==> src/common/uart_settings.svh <==
`ifndef UART_SETTINGS_SVH
`define UART_SETTINGS_SVH

//////////////////////////////////////////////////
// frame and queue sizing
//////////////////////////////////////////////////

// bits carried between the start and stop bit
`define UART_DATA_BITS 8

// entries in each of the tx and rx queues, kept a power of two
`define UART_FIFO_DEPTH 8

// bit period in clk cycles right after reset
`define UART_DEFAULT_DIV 16

// shortest bit period the receiver can still center on
`define UART_MIN_DIV 4

`endif

==> src/common/uart_pkg.sv <==
`default_nettype none

package uart_pkg;

    //////////////////////////////////////////////////
    // register map
    //////////////////////////////////////////////////

    localparam logic [1:0] ADDR_DATA = 2'd0; // tx push on write, rx pop on read
    localparam logic [1:0] ADDR_CTRL = 2'd1; // control on write, status on read
    localparam logic [1:0] ADDR_DIV  = 2'd2; // bit period in clk cycles

    typedef logic [15:0] div_t;

    // write view of ADDR_CTRL
    typedef struct packed {
        logic [28:0] reserved;
        logic        err_clear;  // drops all three sticky errors
        logic        tx_flush;
        logic        rx_flush;
    } ctrl_t;

    // read view of ADDR_CTRL
    typedef struct packed {
        logic [23:0] zero;
        logic        tx_overflow; // host wrote while the tx queue was full
        logic        rx_overrun;  // a byte arrived while the rx queue was full
        logic        frame_err;   // a stop bit was sampled low
        logic        tx_busy;
        logic        rx_full;
        logic        rx_empty;
        logic        tx_full;
        logic        tx_empty;
    } stat_t;

    // one address carries both views
    typedef union packed {
        ctrl_t ctrl;
        stat_t stat;
    } ctrl_stat_u;

endpackage

`default_nettype wire

==> src/common/uart_ctrl_if.sv <==
`timescale 1ns/10ps
`default_nettype none
`include "uart_settings.svh"

interface uart_ctrl_if;

    uart_pkg::div_t             divisor;      // bit period for both directions
    logic [`UART_DATA_BITS-1:0] tx_data;      // head of the tx queue
    logic                       tx_valid;     // tx queue holds a byte
    logic                       tx_ready;     // serializer is idle
    logic                       tx_busy;
    logic [`UART_DATA_BITS-1:0] rx_data;
    logic                       rx_valid;     // one cycle per good frame
    logic                       rx_frame_err; // one cycle per bad stop bit

    modport regs (
        output divisor,
        output tx_data,
        output tx_valid,
        input  tx_ready,
        input  tx_busy,
        input  rx_data,
        input  rx_valid,
        input  rx_frame_err
    );

    modport tx (
        input  divisor,
        input  tx_data,
        input  tx_valid,
        output tx_ready,
        output tx_busy
    );

    modport rx (
        input  divisor,
        output rx_data,
        output rx_valid,
        output rx_frame_err
    );

endinterface

`default_nettype wire

==> src/rtl/uart_fifo.sv <==
`timescale 1ns/10ps
`default_nettype none

module uart_fifo #(
    parameter int WIDTH = 8,
    parameter int DEPTH = 8
) (
    input  wire              clk,
    input  wire              rst,
    input  wire              i_push,
    input  wire [WIDTH-1:0]  i_data,
    input  wire              i_pop,
    input  wire              i_flush,
    output logic [WIDTH-1:0] o_data,
    output logic             o_empty,
    output logic             o_full
);

    localparam int AW = (DEPTH > 1) ? $clog2(DEPTH) : 1;

    logic [WIDTH-1:0] mem [DEPTH];
    logic [AW-1:0]    wr_ptr;
    logic [AW-1:0]    rd_ptr;
    logic [AW:0]      count;
    logic             do_push;
    logic             do_pop;

    assign do_push = i_push && !o_full;  // a push into a full queue is lost
    assign do_pop  = i_pop && !o_empty;
    assign o_data  = mem[rd_ptr];         // head is visible before the pop
    assign o_empty = (count == '0);
    assign o_full  = (count == (AW+1)'(DEPTH));

    always_ff @(posedge clk) begin
        if (rst || i_flush) begin
            wr_ptr <= '0;
            rd_ptr <= '0;
            count  <= '0;
        end else begin
            if (do_push) begin
                wr_ptr <= wr_ptr + 1'b1; // pointers wrap since DEPTH is a power of two
            end
            if (do_pop) begin
                rd_ptr <= rd_ptr + 1'b1;
            end
            case ({do_push, do_pop})
                2'b10:   count <= count + 1'b1;
                2'b01:   count <= count - 1'b1;
                default: count <= count;
            endcase
        end
    end

    always_ff @(posedge clk) begin
        if (do_push) begin
            mem[wr_ptr] <= i_data;
        end
    end

    // the level must stay consistent with the pointers across push, pop and flush
    a_count_bound: assert property (@(posedge clk) disable iff (rst)
        count <= (AW+1)'(DEPTH) && count[AW-1:0] == AW'(wr_ptr - rd_ptr));

endmodule

`default_nettype wire

==> src/rtl/uart_regs.sv <==
`timescale 1ns/10ps
`default_nettype none
`include "uart_settings.svh"

module uart_regs (
    input  wire         clk,
    input  wire         rst,
    input  wire         i_wb_cyc,
    input  wire         i_wb_stb,
    input  wire         i_wb_we,
    input  wire [3:0]   i_wb_adr,
    input  wire [31:0]  i_wb_dat,
    output logic [31:0] o_wb_dat,
    output logic        o_wb_ack,
    uart_ctrl_if.regs   ctrl
);

    localparam int DW = `UART_DATA_BITS;

    logic                 bus_req;
    logic                 wr_en;
    logic                 rd_en;
    logic [1:0]           word_adr;
    logic                 aligned;
    uart_pkg::ctrl_stat_u wr_view;
    uart_pkg::ctrl_stat_u stat_view;
    uart_pkg::div_t       wr_div;
    uart_pkg::div_t       divisor_q;
    logic                 ctrl_wr;
    logic                 tx_push;
    logic                 tx_pop;
    logic                 tx_empty;
    logic                 tx_full;
    logic                 rx_pop;
    logic [DW-1:0]        rx_head;
    logic                 rx_empty;
    logic                 rx_full;
    logic                 frame_err;
    logic                 rx_overrun;
    logic                 tx_overflow;
    logic [31:0]          rd_word;

    //////////////////////////////////////////////////
    // bus decode
    //////////////////////////////////////////////////

    assign bus_req  = i_wb_cyc && i_wb_stb && !o_wb_ack; // ack drops for a cycle between accesses
    assign word_adr = i_wb_adr[3:2];
    assign aligned  = (i_wb_adr[1:0] == 2'b00); // byte offsets count as unknown addresses
    assign wr_en    = bus_req && i_wb_we && aligned;
    assign rd_en    = bus_req && !i_wb_we && aligned;
    assign wr_view  = i_wb_dat;
    assign wr_div   = i_wb_dat[15:0];
    assign ctrl_wr  = wr_en && (word_adr == uart_pkg::ADDR_CTRL);
    assign tx_push  = wr_en && (word_adr == uart_pkg::ADDR_DATA);
    assign rx_pop   = rd_en && (word_adr == uart_pkg::ADDR_DATA);
    assign tx_pop   = !tx_empty && ctrl.tx_ready;

    assign ctrl.divisor  = divisor_q;
    assign ctrl.tx_valid = !tx_empty;

    uart_fifo #(.WIDTH(DW), .DEPTH(`UART_FIFO_DEPTH)) u_tx_fifo (
        .clk     (clk),
        .rst     (rst),
        .i_push  (tx_push),
        .i_data  (i_wb_dat[DW-1:0]),
        .i_pop   (tx_pop),
        .i_flush (ctrl_wr && wr_view.ctrl.tx_flush),
        .o_data  (ctrl.tx_data),
        .o_empty (tx_empty),
        .o_full  (tx_full)
    );

    uart_fifo #(.WIDTH(DW), .DEPTH(`UART_FIFO_DEPTH)) u_rx_fifo (
        .clk     (clk),
        .rst     (rst),
        .i_push  (ctrl.rx_valid),
        .i_data  (ctrl.rx_data),
        .i_pop   (rx_pop),
        .i_flush (ctrl_wr && wr_view.ctrl.rx_flush),
        .o_data  (rx_head),
        .o_empty (rx_empty),
        .o_full  (rx_full)
    );

    always_ff @(posedge clk) begin
        if (rst) begin
            o_wb_ack    <= 1'b0;
            divisor_q   <= uart_pkg::div_t'(`UART_DEFAULT_DIV);
            frame_err   <= 1'b0;
            rx_overrun  <= 1'b0;
            tx_overflow <= 1'b0;
        end else begin
            o_wb_ack <= bus_req;
            if (wr_en && word_adr == uart_pkg::ADDR_DIV) begin
                divisor_q <= (wr_div < uart_pkg::div_t'(`UART_MIN_DIV)) ?
                             uart_pkg::div_t'(`UART_MIN_DIV) : wr_div;
            end
            if (ctrl_wr && wr_view.ctrl.err_clear) begin
                frame_err   <= 1'b0;
                rx_overrun  <= 1'b0;
                tx_overflow <= 1'b0;
            end
            if (ctrl.rx_frame_err) begin
                frame_err <= 1'b1;
            end
            if (ctrl.rx_valid && rx_full) begin
                rx_overrun <= 1'b1; // the incoming byte is dropped by the FIFO
            end
            if (tx_push && tx_full) begin
                tx_overflow <= 1'b1;
            end
        end
    end

    always_comb begin
        stat_view                  = '0;
        stat_view.stat.tx_empty    = tx_empty;
        stat_view.stat.tx_full     = tx_full;
        stat_view.stat.rx_empty    = rx_empty;
        stat_view.stat.rx_full     = rx_full;
        stat_view.stat.tx_busy     = ctrl.tx_busy;
        stat_view.stat.frame_err   = frame_err;
        stat_view.stat.rx_overrun  = rx_overrun;
        stat_view.stat.tx_overflow = tx_overflow;
    end

    always_comb begin
        case (word_adr)
            uart_pkg::ADDR_DATA: rd_word = rx_empty ? '0 : {{(32-DW){1'b0}}, rx_head};
            uart_pkg::ADDR_CTRL: rd_word = stat_view;
            uart_pkg::ADDR_DIV:  rd_word = {16'h0000, divisor_q};
            default:             rd_word = '0;
        endcase
    end

    always_ff @(posedge clk) begin
        if (rd_en) begin
            o_wb_dat <= rd_word;
        end else if (bus_req) begin
            o_wb_dat <= '0; // writes and unknown reads return zero
        end
    end

    // every ack answers a request seen on the previous edge
    a_ack_follows_req: assert property (@(posedge clk) disable iff (rst)
        o_wb_ack |-> $past(i_wb_cyc && i_wb_stb));

endmodule

`default_nettype wire

==> src/rtl/uart_tx.sv <==
`timescale 1ns/10ps
`default_nettype none
`include "uart_settings.svh"

module uart_tx (
    input  wire     clk,
    input  wire     rst,
    output logic    o_txd,
    uart_ctrl_if.tx ctrl
);

    localparam int FRAME_BITS = `UART_DATA_BITS + 2; // start, data, stop

    typedef enum logic {TX_IDLE, TX_SEND} tx_state_t;

    tx_state_t             state;
    logic [FRAME_BITS-1:0] frame_q;
    logic [3:0]            bit_idx;
    uart_pkg::div_t        timer;
    uart_pkg::div_t        div_q;
    logic                  accept;

    assign accept        = ctrl.tx_valid && ctrl.tx_ready;
    assign ctrl.tx_ready = (state == TX_IDLE);
    assign ctrl.tx_busy  = (state == TX_SEND);
    assign o_txd         = frame_q[0]; // line comes straight from a flop

    always_ff @(posedge clk) begin
        if (rst) begin
            state   <= TX_IDLE;
            frame_q <= '1;
            bit_idx <= '0;
            timer   <= '0;
        end else begin
            case (state)
                TX_IDLE: begin
                    if (accept) begin
                        frame_q <= {1'b1, ctrl.tx_data, 1'b0};
                        bit_idx <= '0;
                        timer   <= ctrl.divisor - 1'b1;
                        state   <= TX_SEND;
                    end
                end
                TX_SEND: begin
                    if (timer != '0) begin
                        timer <= timer - 1'b1;
                    end else begin
                        frame_q <= {1'b1, frame_q[FRAME_BITS-1:1]}; // idle level fills from the top
                        timer   <= div_q - 1'b1;
                        if (bit_idx == 4'(FRAME_BITS - 1)) begin
                            state <= TX_IDLE; // stop bit has run its full period
                        end else begin
                            bit_idx <= bit_idx + 1'b1;
                        end
                    end
                end
                default: state <= TX_IDLE;
            endcase
        end
    end

    // a divisor change mid frame waits for the next byte
    always_ff @(posedge clk) begin
        if (accept) begin
            div_q <= ctrl.divisor;
        end
    end

    a_idle_line_high: assert property (@(posedge clk) disable iff (rst)
        !ctrl.tx_busy |-> o_txd);

endmodule

`default_nettype wire

==> src/rtl/uart_rx.sv <==
`timescale 1ns/10ps
`default_nettype none
`include "uart_settings.svh"

module uart_rx (
    input  wire     clk,
    input  wire     rst,
    input  wire     i_rxd,
    uart_ctrl_if.rx ctrl
);

    localparam int DW = `UART_DATA_BITS;
    localparam int BW = (DW > 1) ? $clog2(DW) : 1;

    typedef enum logic [1:0] {RX_IDLE, RX_START, RX_DATA, RX_STOP} rx_state_t;

    rx_state_t      state;
    logic           rxd_meta;
    logic           rxd_sync;
    logic           rxd_prev;
    logic           fall;
    logic [BW-1:0]  bit_idx;
    uart_pkg::div_t timer;
    uart_pkg::div_t div_q;
    logic [DW-1:0]  shift_q;
    logic           valid_q;
    logic           ferr_q;

    //////////////////////////////////////////////////
    // line synchronizer
    //////////////////////////////////////////////////

    always_ff @(posedge clk) begin
        if (rst) begin
            rxd_meta <= 1'b1;
            rxd_sync <= 1'b1;
            rxd_prev <= 1'b1;
        end else begin
            rxd_meta <= i_rxd;
            rxd_sync <= rxd_meta;
            rxd_prev <= rxd_sync; // kept only for edge detection
        end
    end

    assign fall              = rxd_prev && !rxd_sync;
    assign ctrl.rx_data      = shift_q;
    assign ctrl.rx_valid     = valid_q;
    assign ctrl.rx_frame_err = ferr_q;

    //////////////////////////////////////////////////
    // frame FSM
    //////////////////////////////////////////////////

    always_ff @(posedge clk) begin
        if (rst) begin
            state   <= RX_IDLE;
            bit_idx <= '0;
            timer   <= '0;
            valid_q <= 1'b0;
            ferr_q  <= 1'b0;
        end else begin
            valid_q <= 1'b0;
            ferr_q  <= 1'b0;
            case (state)
                RX_IDLE: begin
                    if (fall) begin
                        timer <= (ctrl.divisor >> 1) - 1'b1; // aim at the middle of the start bit
                        state <= RX_START;
                    end
                end
                RX_START: begin
                    if (timer != '0) begin
                        timer <= timer - 1'b1;
                    end else if (rxd_sync) begin
                        state <= RX_IDLE; // short low pulse on the line
                    end else begin
                        timer   <= div_q - 1'b1;
                        bit_idx <= '0;
                        state   <= RX_DATA;
                    end
                end
                RX_DATA: begin
                    if (timer != '0) begin
                        timer <= timer - 1'b1;
                    end else begin
                        timer <= div_q - 1'b1;
                        if (bit_idx == BW'(DW - 1)) begin
                            state <= RX_STOP;
                        end else begin
                            bit_idx <= bit_idx + 1'b1;
                        end
                    end
                end
                RX_STOP: begin
                    if (timer != '0) begin
                        timer <= timer - 1'b1;
                    end else begin
                        valid_q <= rxd_sync;
                        ferr_q  <= !rxd_sync; // no byte goes out for a broken frame
                        state   <= RX_IDLE;
                    end
                end
                default: state <= RX_IDLE;
            endcase
        end
    end

    always_ff @(posedge clk) begin
        if (state == RX_IDLE && fall) begin
            div_q <= ctrl.divisor;
        end
        if (state == RX_DATA && timer == '0) begin
            shift_q <= {rxd_sync, shift_q[DW-1:1]}; // lsb arrives first
        end
    end

    // a frame ends in exactly one of the two outcomes
    a_one_outcome: assert property (@(posedge clk) disable iff (rst)
        !(ctrl.rx_valid && ctrl.rx_frame_err));

endmodule

`default_nettype wire

==> src/rtl/uart_wb_top.sv <==
`timescale 1ns/10ps
`default_nettype none

module uart_wb_top (
    input  wire         clk,
    input  wire         rst,
    input  wire         i_wb_cyc,
    input  wire         i_wb_stb,
    input  wire         i_wb_we,
    input  wire [3:0]   i_wb_adr,
    input  wire [31:0]  i_wb_dat,
    output logic [31:0] o_wb_dat,
    output logic        o_wb_ack,
    input  wire         i_rxd,
    output logic        o_txd
);

    uart_ctrl_if u_ctrl_if ();

    uart_regs u_regs (
        .clk      (clk),
        .rst      (rst),
        .i_wb_cyc (i_wb_cyc),
        .i_wb_stb (i_wb_stb),
        .i_wb_we  (i_wb_we),
        .i_wb_adr (i_wb_adr),
        .i_wb_dat (i_wb_dat),
        .o_wb_dat (o_wb_dat),
        .o_wb_ack (o_wb_ack),
        .ctrl     (u_ctrl_if.regs)
    );

    uart_tx u_tx (
        .clk   (clk),
        .rst   (rst),
        .o_txd (o_txd),
        .ctrl  (u_ctrl_if.tx)
    );

    uart_rx u_rx (
        .clk   (clk),
        .rst   (rst),
        .i_rxd (i_rxd),
        .ctrl  (u_ctrl_if.rx)
    );

endmodule

`default_nettype wire

==> config.mk <==
export PLATFORM = sky130hd
export DESIGN_NAME = uart_wb_top
export DESIGN_NICKNAME = d
export VERILOG_FILES = /design/src/common/uart_pkg.sv /design/src/common/uart_ctrl_if.sv /design/src/rtl/uart_fifo.sv /design/src/rtl/uart_regs.sv /design/src/rtl/uart_tx.sv /design/src/rtl/uart_rx.sv /design/src/rtl/uart_wb_top.sv
export VERILOG_INCLUDE_DIRS = /design/src /design/src/common
export SDC_FILE = /design/constraint.sdc
export NUM_CORES = 1
export LEC_CHECK = 0
export ABC_CLOCK_PERIOD_IN_PS = 7000
export BUFFER_PORTS_ARGS = -buffer_cell sky130_fd_sc_hd__buf_2
export CAP_MARGIN = 10
export CORE_UTILIZATION = 40
export CTS_CLUSTER_DIAMETER = 30
export DETAILED_ROUTE_END_ITERATION = 8
export HOLD_SLACK_MARGIN = 0.05
export SLEW_MARGIN = 10
export SYNTH_ARGS = -nofsm -noshare
export SYNTH_HDL_FRONTEND = slang
export SYNTH_SLANG_ARGS = --single-unit
==> constraint.sdc <==
create_clock -name clk -period 7 [get_ports clk]
set_input_delay 0.7 -clock clk [delete_from_list [all_inputs] [get_ports clk]]
set_output_delay 0.7 -clock clk [all_outputs]
set_load 0.02 [all_outputs]
==> impl_results.md <==
- Max transition margin: 0.324
- I/O pin count: between 70 and 80
- Max_cap viols: 0
- Flop2flop setup slack: 3430 ps
- Root Buffer Master: clkbuf_16
- Critical path capture point type: register
- Final count of negative-setup-slack endpoints: 0
- Clock tree buffer depth: 3
- Top cell type's share of synthesized area: 0.425
- Area delta synth->final: 20.1%
- Crit path DAT: just over 4000 ps
- Max Slew Vio Count: 0
- Initial Utilization: 0.409
- Final Hold Viols: 0
- First-pass GRT wire length: 48000 microns
- Gate Count Post-Synth: roughly 1100
- EDFF count, synth: approximately 180
- GRT overflow: 0
- Worst slew pin tran: around 1000 ps
- Fraction of layout cells with a size suffix above 1: 0.177
- Final wirelength: 30100 microns
- Skew final: between 20 and 30 ps
- Syn Std Cell Area: about 0.013 sq mm
- Worst min-delay path category: primary input to register
- Yosys cell types: 72
- Post-DP HPWL: 19600 microns
- Buffers on Ports: 43
- Setup TNS: 0 ps
- Worst Setup Start Kind: register
- Initial antenna violation count: 2
- CTS Sinks: roughly 290
- Synth Warn #: 0
- Non-Filler Instances: approximately 1600
- H-tree depth: 2
- Power Dens Cells: between 300 and 400 mW/mm^2
- Unrepaired setup endpoints after global routing: no
- Seq cells post-synth: roughly 290
- # DRC: 0
- Die Height: 182 microns
- Setup CP Type: register to register
- Vias in the first global route: between 8000 and 9000
- Row count: 65
- DIE AREA: around 0.033 sq mm
- Total Routing Usage GR: 0.185
- Initial DRC count: just under 700
- DR WL/cell: around 18 microns
- Synth top area cells: edfxtp_1 (42%), dfxtp_1 (16%), mux4_2 (5.5%), nor2_1 (3.4%), a21oi_1 (3.3%)
- Total power: 5.92 mW
- Min Clock Period, post-route: 3570 ps
- Synth area leader: edfxtp_1
- CTS tree: built
- Total CTS buffers: 56
- Status: complete, no violations
- Required @ worst endpoint: 7510 ps
- Leak: approximately 5.4 nW
- Core area: 0.0318 sq mm
- CP max FO: 18
- Placed insts: roughly 1500
- Register area share after synthesis: 0.582
- DR pass1 iterations: 5
- Vias after detailed routing: a little under 9000
- Resized cells post-CTS: 0
- Die width: roughly 180 microns
- Largest net degree at the start of global routing: 37
- Fmax: between 200 and 300 MHz
- Ys async rst share: 0
- Top FF cell, synth: edfxtp_1
- Hold_buf cts: 0
- Final period util: 0.510
- Detail Route Antenna Nets: 0
- Avg Cell Area, Syn: between 10 and 15 sq um
- Worst-Skew Late Latency: between 500 and 600 ps
- Max VDD drop: roughly 0.29 mV
- Nets: 1223
- Post-CTS Repair Setup Buffers: 0
- Gpl congestion: roughly 0.85
- Register clock-pin slew on the reported worst setup and hold paths: roughly 50 ps
- Vias per cell: ~5.4
cells by family after synthesis:
| kind of cell | after synthesis | share of synthesized area |
|---|---|---|
| fa+ha+maj | 25 | 0.0252 |
| simple gates | 348 | 0.134 |
| buf+inv | 101 | 0.0349 |
| other cells | 1 | 0.000288 |
| compound gates | 219 | 0.106 |
| mux | 67 | 0.0829 |
| xor+xnor | 51 | 0.0343 |
| flops | 286 | 0.582 |
flip-flops by register name (all words and copies together) (netlist names), 16 cells and up, named ones only:
register              flops
u_rx.timer               16
u_rx.div_q               16
u_regs.u_rx_fifo.mem     64
u_regs.o_wb_dat          16
u_tx.div_q               16
u_tx.timer               16
u_regs.u_tx_fifo.mem     64
u_regs.ctrl.divisor      16
path summary, 6_finish.rpt:
check                        from                   endpoint  cells after the start
setup reg to reg  u_regs.o_wb_ack  u_regs.u_tx_fifo.count[3]                     12
setup / recovery  u_regs.o_wb_ack  u_regs.u_tx_fifo.count[3]                     12
hold / removal              i_rxd              u_rx.rxd_meta                      2
hold reg to reg     u_rx.rxd_meta              u_rx.rxd_sync                      1
cell usage after synthesis, types with 9 or more instances:
cell type,instances
a211oi_1,18
a21oi_1,85
and2_1,12
buf_4,16
clkbuf_1,40
dfxtp_1,102
edfxtp_1,184
ha_1,23
inv_1,29
mux2i_1,29
mux4_2,32
nand2_1,58
nand2b_1,10
nand3_1,14
nand4_1,9
nor2_1,118
nor2b_1,14
nor3_1,33
nor4_1,19
o21ai_0,40
or2_2,11
or3_1,14
or4_1,12
xnor2_1,29
xor2_1,22
metrics by stage:
step,area (sq um),hold WS [ps],worst slack [ps],utilization
5_1_grt,15600,299,3190,0.491
6_report,15600,312,3430,0.491
3_5_place_dp,13600,439,3060,0.428
2_1_floorplan,13100,389,3610,-
3_3_place_gp,13600,439,3080,0.428
4_1_cts,15600,289,3440,0.491
where the power goes:
| part | internal (mW) | switching, mW | leakage, nW |
|---|---|---|---|
| logic | 0.400 | 0.691 | 1.98 |
| clock network | 1.87 | 0.922 | 0.970 |
| registers | 1.93 | 0.103 | 2.49 |
per-layer routing:
metal	routed length, microns	GRT usage	vias up
met1	13800	0.250	4312
met5	10	0	-
met4	887	0.0763	2
met2	13900	0.295	245
li1	-	-	4224
met3	1440	0.0333	81
placed cells by master (no fill, tap or decap), drive strengths merged, types with 13 or more instances in the layout:
cell,netlist,final
a21oi,85,85
clkinv,1,21
nor3,33,33
or3,14,14
edfxtp,184,184
a211oi,18,18
nand2,58,58
or4,13,13
xor2,22,22
conb,1,16
clkbuf,40,60
buf,31,56
inv,29,41
mux4,32,32
mux2i,29,29
nor2b,14,14
o21ai,42,42
nor4,19,19
nand3,15,15
dfxtp,102,102
xnor2,29,29
ha,23,23
and2,13,13
nor2,118,118
final cells by class:
type | instances | area, sq um
antenna | 1 | 2.50
multi-input combinational | 726 | 5070
sequential | 286 | 7570
fill | 2782 | 16200
clock inverter | 45 | 571
clock buffer | 60 | 1440
inverter | 30 | 113
tap | 435 | 544
timing repair buffer | 56 | 313
worst max-delay path, cell delays in order (launching register included):
cell and delay, ps:
dfxtp_1 300, nand3b_1 170, inv_1 670, and3_1 390, and2_0 340, inv_1 200, ha_1 280, ha_1 280
a21o_1 170, a21oi_1 160, xnor2_1 90, or3_1 310, a21oi_1 140
(Power assumes the default switching activity.)
